===== config.mk =====
export PLATFORM = sky130hd
export DESIGN_NAME = branch_predictor
export DESIGN_NICKNAME = d
export VERILOG_FILES = /design/src/verilog/bp_pkg.sv /design/src/verilog/branch_predictor.sv /design/src/verilog/branch_history_table.sv /design/src/verilog/branch_target_buffer.sv
export VERILOG_INCLUDE_DIRS = /design/src /design/src/verilog
export SDC_FILE = /design/constraint.sdc
export NUM_CORES = 1
export LEC_CHECK = 0
export BUFFER_PORTS_ARGS = -buffer_cell sky130_fd_sc_hd__buf_2
export CELL_PAD_IN_SITES_DETAIL_PLACEMENT = 1
export CELL_PAD_IN_SITES_GLOBAL_PLACEMENT = 1
export CORE_MARGIN = 3
export CORE_UTILIZATION = 53
export CTS_BUF_LIST = sky130_fd_sc_hd__clkbuf_16
export DETAILED_ROUTE_END_ITERATION = 12
export HOLD_SLACK_MARGIN = 0.05
export PLACE_DENSITY_LB_ADDON = 0.1
export SLEW_MARGIN = 20
export SYNTH_ARGS = -nofsm -noshare
export SYNTH_HDL_FRONTEND = slang
export SYNTH_HIERARCHICAL = 1
export SYNTH_SLANG_ARGS = --single-unit

===== constraint.sdc =====
create_clock -name s_clk_i -period 3.9 [get_ports s_clk_i]
set_input_delay 0 -clock s_clk_i [delete_from_list [all_inputs] [get_ports s_clk_i]]
set_output_delay 0 -clock s_clk_i [all_outputs]
set_load 0.02 [all_outputs]

===== src/verilog/bp_macros.svh =====
`ifndef BP_MACROS_SVH
`define BP_MACROS_SVH

// table sizes
`define BP_BTB_ENTRIES 16               // entries in the branch target buffer
`define BP_BHT_ENTRIES 16               // two-bit counters in the history table

// high address bits left out of the tag, aliasing on purpose
`define BP_SHARED 8

// branch offset as carried by the execute stage, in halfwords
`define BP_OFF_W 12

// derived index widths
`define BP_TAG_W ($clog2(`BP_BTB_ENTRIES))      // btb index bits
`define BP_HTAG_W ($clog2(`BP_BHT_ENTRIES))     // bht index bits

// stored tag, word address minus index and shared bits
`define BP_BASE_W (32 - `BP_TAG_W - 2 - `BP_SHARED)

// one btb entry as a flat word: base, ualigc flag, offset
`define BP_ENTRY_W (`BP_BASE_W + 1 + `BP_OFF_W)

`endif

===== src/verilog/bp_pkg.sv =====
`include "bp_macros.svh"

package bp_pkg;

    // update from the execute stage, one per resolved branch
    typedef struct packed {
        logic                   branch_update;  // branch resolved this cycle
        logic                   btb_update;     // also install the target in the btb
        logic                   taken;          // condition was met
        logic                   ualigc;         // unaligned compressed branch
        logic [`BP_OFF_W-1:0]   offset;         // target offset in halfwords, signed
        logic [31:0]            branch_add;     // byte address of the branch
    } bp_update_t;

    // prediction handed back to fetch
    typedef struct packed {
        logic                   pred_branch;    // predicted taken and known target
        logic                   ualigc;         // stored entry is an unaligned rvc branch
        logic [31:0]            pred_add;       // predicted target byte address
    } bp_pred_t;

    // one stored btb entry
    typedef struct packed {
        logic [`BP_BASE_W-1:0]  base;           // partial tag of the branch address
        logic                   ualigc;         // branch sits on an odd halfword
        logic [`BP_OFF_W-1:0]   offset;         // halfword offset to the target
    } btb_entry_t;

    // saturating counter, msb set means predict taken
    typedef logic [1:0] bht_cnt_t;

    // counter encodings
    localparam bht_cnt_t BHT_STRONG_NT = 2'd0;  // floor of the counter
    localparam bht_cnt_t BHT_STRONG_T  = 2'd3;  // ceiling of the counter

endpackage


===== src/verilog/branch_predictor.sv =====
`include "bp_macros.svh"

module branch_predictor
    import bp_pkg::*;
(
    input  logic            s_clk_i,        // core clock
    input  logic            rst_n_i,        // clears btb valid bits and bht counters
    input  logic [30:0]     fetch_add_i,    // halfword address of the fetch
    input  logic            invalidate_i,   // drop the btb entry of upd_i.branch_add
    input  bp_update_t      upd_i,          // resolved branch from execute
    output bp_pred_t        pred_o          // same-cycle prediction
);

    // btb side
    logic [`BP_TAG_W-1:0]   btb_rd_idx;     // lookup index from the fetch address
    logic [`BP_TAG_W-1:0]   btb_wr_idx;     // install index from the branch address
    logic                   btb_we;         // install strobe
    logic                   btb_valid;      // looked-up entry is live
    btb_entry_t             btb_rentry;     // looked-up entry
    btb_entry_t             btb_wentry;     // entry being installed

    // bht side
    logic [`BP_HTAG_W-1:0]  bht_pred_idx;   // counter index for fetch
    logic [`BP_HTAG_W-1:0]  bht_upd_idx;    // counter index for training
    bht_cnt_t               bht_cnt;        // counter seen by fetch

    // prediction terms
    logic [`BP_BASE_W-1:0]  fetch_base;     // tag bits of the fetch address
    logic [`BP_BASE_W-1:0]  upd_base;       // tag bits of the branch address
    logic                   tag_hit;        // stored base matches fetch
    logic                   cnt_taken;      // counter leans taken
    logic                   align_ok;       // halfword position is consistent
    logic [31:0]            base_add;       // aligned fetch address, +2 for unaligned rvc
    logic [31:0]            off_add;        // offset in bytes, sign extended
    logic [31:0]            target_add;     // predicted target

    // index and tag slices, fetch works in halfwords and execute in bytes
    assign btb_rd_idx   = fetch_add_i[`BP_TAG_W:1];
    assign bht_pred_idx = fetch_add_i[`BP_HTAG_W:1];
    assign fetch_base   = fetch_add_i[30-`BP_SHARED:`BP_TAG_W+1];

    assign btb_wr_idx   = upd_i.branch_add[`BP_TAG_W+1:2];
    assign bht_upd_idx  = upd_i.branch_add[`BP_HTAG_W+1:2];
    assign upd_base     = upd_i.branch_add[31-`BP_SHARED:`BP_TAG_W+2];

    // a btb install only counts together with a branch update
    assign btb_we = upd_i.branch_update & upd_i.btb_update;

    // entry packed from the execute stage fields
    always_comb begin
        btb_wentry.base   = upd_base;
        btb_wentry.ualigc = upd_i.ualigc;
        btb_wentry.offset = upd_i.offset;
    end

    branch_target_buffer btb0 (
        .s_clk_i        (s_clk_i),
        .rst_n_i        (rst_n_i),
        .rd_idx_i       (btb_rd_idx),
        .wr_idx_i       (btb_wr_idx),
        .we_i           (btb_we),
        .invalidate_i   (invalidate_i),
        .wdata_i        (btb_wentry),
        .valid_o        (btb_valid),
        .entry_o        (btb_rentry)
    );

    branch_history_table bht0 (
        .s_clk_i        (s_clk_i),
        .rst_n_i        (rst_n_i),
        .pred_idx_i     (bht_pred_idx),
        .upd_idx_i      (bht_upd_idx),
        .upd_i          (upd_i.branch_update),
        .taken_i        (upd_i.taken),
        .cnt_o          (bht_cnt)
    );

    // hit needs a live entry, a matching tag, a taken counter and a legal halfword
    assign tag_hit   = (btb_rentry.base == fetch_base);
    assign cnt_taken = bht_cnt[1];                          // msb is the direction
    assign align_ok  = ~fetch_add_i[0] | btb_rentry.ualigc; // odd fetch needs rvc entry

    // the ualigc bit lands on byte address bit 1, which is the +2
    assign base_add = {fetch_add_i[30:1], btb_rentry.ualigc, 1'b0};
    assign off_add  = {{(32-`BP_OFF_W-1){btb_rentry.offset[`BP_OFF_W-1]}},
                       btb_rentry.offset, 1'b0};            // halfwords to bytes
    assign target_add = base_add + off_add;                 // single target adder

    // target and flag stay driven even without a hit
    always_comb begin
        pred_o.pred_branch = btb_valid & tag_hit & cnt_taken & align_ok;
        pred_o.ualigc      = btb_rentry.ualigc;
        pred_o.pred_add    = target_add;
    end

endmodule


===== src/verilog/branch_history_table.sv =====
`include "bp_macros.svh"

module branch_history_table
    import bp_pkg::*;
(
    input  logic                    s_clk_i,        // core clock
    input  logic                    rst_n_i,        // clears every counter
    input  logic [`BP_HTAG_W-1:0]   pred_idx_i,     // counter read for fetch
    input  logic [`BP_HTAG_W-1:0]   upd_idx_i,      // counter trained by execute
    input  logic                    upd_i,          // branch resolved this cycle
    input  logic                    taken_i,        // resolved direction
    output bht_cnt_t                cnt_o           // counter at pred_idx_i
);

    bht_cnt_t cnt_q [`BP_BHT_ENTRIES];              // counter array
    bht_cnt_t upd_cnt;                              // current value at upd_idx_i
    bht_cnt_t upd_cnt_d;                            // trained value written back

    // second read port feeds the training logic
    assign upd_cnt = cnt_q[upd_idx_i];

    // saturating step toward the resolved direction
    always_comb begin
        if (taken_i) begin
            if (upd_cnt == BHT_STRONG_T) begin
                upd_cnt_d = BHT_STRONG_T;           // hold at the ceiling
            end else begin
                upd_cnt_d = upd_cnt + 2'd1;
            end
        end else begin
            if (upd_cnt == BHT_STRONG_NT) begin
                upd_cnt_d = BHT_STRONG_NT;          // hold at the floor
            end else begin
                upd_cnt_d = upd_cnt - 2'd1;
            end
        end
    end

    // counters start strongly not-taken
    always_ff @(posedge s_clk_i or negedge rst_n_i) begin
        if (!rst_n_i) begin
            for (int i = 0; i < `BP_BHT_ENTRIES; i++) begin
                cnt_q[i] <= BHT_STRONG_NT;
            end
        end else if (upd_i) begin
            cnt_q[upd_idx_i] <= upd_cnt_d;          // visible to fetch next cycle
        end
    end

    // prediction read port, old value on a same-cycle update
    assign cnt_o = cnt_q[pred_idx_i];

endmodule


===== src/verilog/branch_target_buffer.sv =====
`include "bp_macros.svh"

module branch_target_buffer
    import bp_pkg::*;
(
    input  logic                    s_clk_i,        // core clock
    input  logic                    rst_n_i,        // clears every valid bit
    input  logic [`BP_TAG_W-1:0]    rd_idx_i,       // lookup index from fetch
    input  logic [`BP_TAG_W-1:0]    wr_idx_i,       // install/invalidate index
    input  logic                    we_i,           // write an entry
    input  logic                    invalidate_i,   // drop the entry at wr_idx_i
    input  btb_entry_t              wdata_i,        // entry to install
    output logic                    valid_o,        // entry at rd_idx_i is live
    output btb_entry_t              entry_o         // entry at rd_idx_i
);

    logic [`BP_BTB_ENTRIES-1:0] valid_q;            // one live bit per entry
    logic [`BP_BTB_ENTRIES-1:0] valid_d;            // next state of the live bits
    logic [`BP_BTB_ENTRIES-1:0] valid_sel;          // one-hot of wr_idx_i
    logic                       valid_we;           // live bits change this cycle

    logic [`BP_ENTRY_W-1:0]     mem_q [`BP_BTB_ENTRIES];    // entry storage, no reset

    // one-hot select of the entry being touched
    assign valid_sel = {{(`BP_BTB_ENTRIES-1){1'b0}}, 1'b1} << wr_idx_i;

    // both strobes touch the live bits
    assign valid_we = invalidate_i | we_i;

    // invalidate takes priority over a write in the same cycle
    always_comb begin
        if (invalidate_i) begin
            valid_d = valid_q & ~valid_sel;         // clear the selected bit
        end else begin
            valid_d = valid_q | valid_sel;          // mark the new entry live
        end
    end

    always_ff @(posedge s_clk_i or negedge rst_n_i) begin
        if (!rst_n_i) begin
            valid_q <= '0;                          // nothing predicts after reset
        end else if (valid_we) begin
            valid_q <= valid_d;
        end
    end

    // entry data is written even when the same cycle invalidates it
    always_ff @(posedge s_clk_i) begin
        if (we_i) begin
            mem_q[wr_idx_i] <= wdata_i;             // flat copy of the struct
        end
    end

    // combinational read port, same-cycle writes are not forwarded
    assign valid_o = valid_q[rd_idx_i];
    assign entry_o = btb_entry_t'(mem_q[rd_idx_i]);

endmodule


==> flow_summary.yaml <==
layout:
  synthToLayoutAreaGrowth_pct: 18.9
  layout-drive-gt1-share_pct: 32.7
  n_fill_cell: 3697
  nNetsFinal: 1595
  finalNonFillerCells: 2107
clock_network:
  htree_levels: 2
  cts_num_sinks: 544
  clk_pin_slew_ns: 0.07
  clockBufferDepth: 3
  clock_latency_ns: 0.60
  cts_root_buffer: "clkbuf_16"
  cts_made_buffers: 55
  tritoncts: "done"
sta:
  final-setup-viol-count: 0
  finalCritPeriodShare_pct: 98.5
  rsz0062_at_grt: "true"
  hold_viol: 0
  fin_crit_ns: 3.84
  max_freq_ghz: 0.260
  hold_slack_ns: 0.315
  clock_skew_ns: 0.00568
  slew_violations: 0
  worst_slew_pin_slew_ns: 0.913
  relSlewSlack_pct: 39.0
setup_path:
  slowest_delay_ns: 0.52
  cp_max_fo: 6
  rr_worst_depth: 6
  crit_buf_inv: 3
  cpLargestDelayFamily: "simple AND/OR/NAND/NOR gates"
  setup.worst_path.end_class: "output pin"
  worstSetupPathType: "flop to output pin"
  cpMostUsedCell: "buf_6"
  slowest_stage: "mux4_2"
  rr_startpoint: "bht0/cnt_q[19]$_DFFE_PN0P_"
  rrSetupSlack_ns: 1.42
  reg2reg_to: "bht0/cnt_q[0]$_DFFE_PN0P_"
  worstPathRequired_ns: 3.90
  critPathArrivalTime_ns: 3.84
  start_kind: "flop"
  crit_chain: "mux4_2 > a22oi_2 > buf_6 > nand2_4 > buf_6 > ha_4 > nand3_2 > nor2_2 > nand4b_4 > a31oi_4 > nor2_1 > xnor2_1 > buf_4"
placed_design:
  globalplace.congestion: 0.886
  portBuffers: 104
  hpwlAfterDp_um: 37700
  placed_cells: 1952
floorplanning:
  pin_count: 116
  dieArea_um2: 46300
  rows: 75
  start_util_pct: 54.4
  die_w_um: 215
  core_area_um2: 42600
  die_h_um: 215
global_route:
  antenna_found_initial: 4
  grt_pass1_wl_um: 93900
  overflow: 0
  grt_use_total_pct: 27.4
  grt_pass1_vias: 14400
  grt_max_degree: 49
pwr:
  peakVddDrop_uv: 412
  powerDensity_nw_per_um2: 515
  total_leakage_power_nw: 9.33
routing:
  drc: 0
  vias: 13400
  viasPerCell: 6.36
  detail-route-antenna-nets: 0
  wl_per_cell_um: 30.1
  first_pass_iters: 5
  drt_iter0_markers: 1295
  routed_wirelength_um: 63400
min_path:
  min_from: "upd_i[46]"
  hold_path_class: "primary input to flop"
  hold_end: "btb0/mem_q[10][11]$_DFFE_PP_"
  hold_depth: 4
synth:
  syn-cell-area_um2: 23200
  syn_nets: 1400
  syn_avg_cell_area_um2: 18.0
  yosysWarnings: 6
  synth_cells: 1287
run:
  cap_viol_max_count: 0
outcome:
  status: "finished clean"
-- cell usage in the layout (no fill, tap or decap), drive strengths merged, types with 9 or more instances in the layout --
cell type      n
a21o          10
a21oi         40
a22oi         65
buf          163
bufinv         9
clkbuf        58
clkinv        30
dfrtp         48
dlygate4sd3   42
edfxtp       496
ha            30
inv           12
mux2          19
mux4         141
nand2         78
nand3         23
nor2          63
nor2b         10
nor3          17
o21ai         26
xnor2         35
-- final cells by class --
type,count,area [µm²],area share [%]
tap,577,722,2.62
multi-input combinational,668,7340,26.6
sequential,544,16100,58.4
clock buffer,57,1430,5.18
timing repair buffer,206,1500,5.45
inverter,7,26.3,0.0954
antenna,2,5.00,0.0182
clock inverter,46,442,1.60
-- routing by layer --
metal | track usage, % | share of wire [%] | wire length [µm]
met5 | 0 | 0.022 | 14
met3 | 5.03 | 6.9 | 4380
met2 | 45.2 | 50 | 31600
met1 | 38.3 | 41 | 26000
met4 | 7.07 | 2.1 | 1350
-- what timing repair did --
action | CTS | global route
setup buffers | 3 | 4
gates cloned | 1 | 0
endpoints found under the hold margin | 581 | 48
endpoints found under the setup margin | 18 | 21
hold buffers | 41 | 1
gates resized for setup | 33 | 78
pin swaps | 6 | 20
-- power by group --
part | switching, mW | internal, mW
sequential | 0.111 | 6.57
clock | 2.24 | 3.24
combinational | 1.17 | 0.873
-- registers in the layout, indices dropped and copies added (netlist names), named ones only --
| name | count |
|---|---|
| bht0/cnt_q | 32 |
| btb0/mem_q | 496 |
-- worst max-delay path by stage --
stage	startpoint	endpoint	slack, ns	cells after the start
2_1_floorplan	fetch_add_i[1]	pred_o[29]	0.58	13
3_3_place_gp	fetch_add_i[1]	pred_o[23]	0.21	13
3_5_place_dp	fetch_add_i[1]	pred_o[23]	0.21	13
4_1_cts	btb0/mem_q[10][11]$_DFFE_PP_	pred_o[22]	-0.02	12
5_1_grt	btb0/mem_q[3][11]$_DFFE_PP_	pred_o[21]	-0.06	12
6_report	btb0/mem_q[3][11]$_DFFE_PP_	pred_o[17]	0.06	13
-- tightest hold or removal path: stages --
cell     delay [ns]
buf_2          0.09
and2_1         0.19
nand2_1        0.26
nor2_4         0.17
-- through the flow --
| step | power [mW] | TNS [ns] | area (µm²) | utilization [%] | setup slack [ns] |
|---|---|---|---|---|---|
| 6_report | 14.2 | 0 | 27600 | 64.7 | 0.0586 |
| 2_1_floorplan | 7.96 | 0 | 23200 | - | 0.581 |
| 3_3_place_gp | 8.54 | 0 | 24700 | 57.9 | 0.205 |
| 5_1_grt | 14.7 | -0.295 | 27600 | 64.7 | -0.0587 |
| 3_5_place_dp | 8.60 | 0 | 24700 | 57.9 | 0.214 |
| 4_1_cts | 14.1 | -0.0443 | 27100 | 63.6 | -0.0240 |
Power figures use the tool's default switching activity.
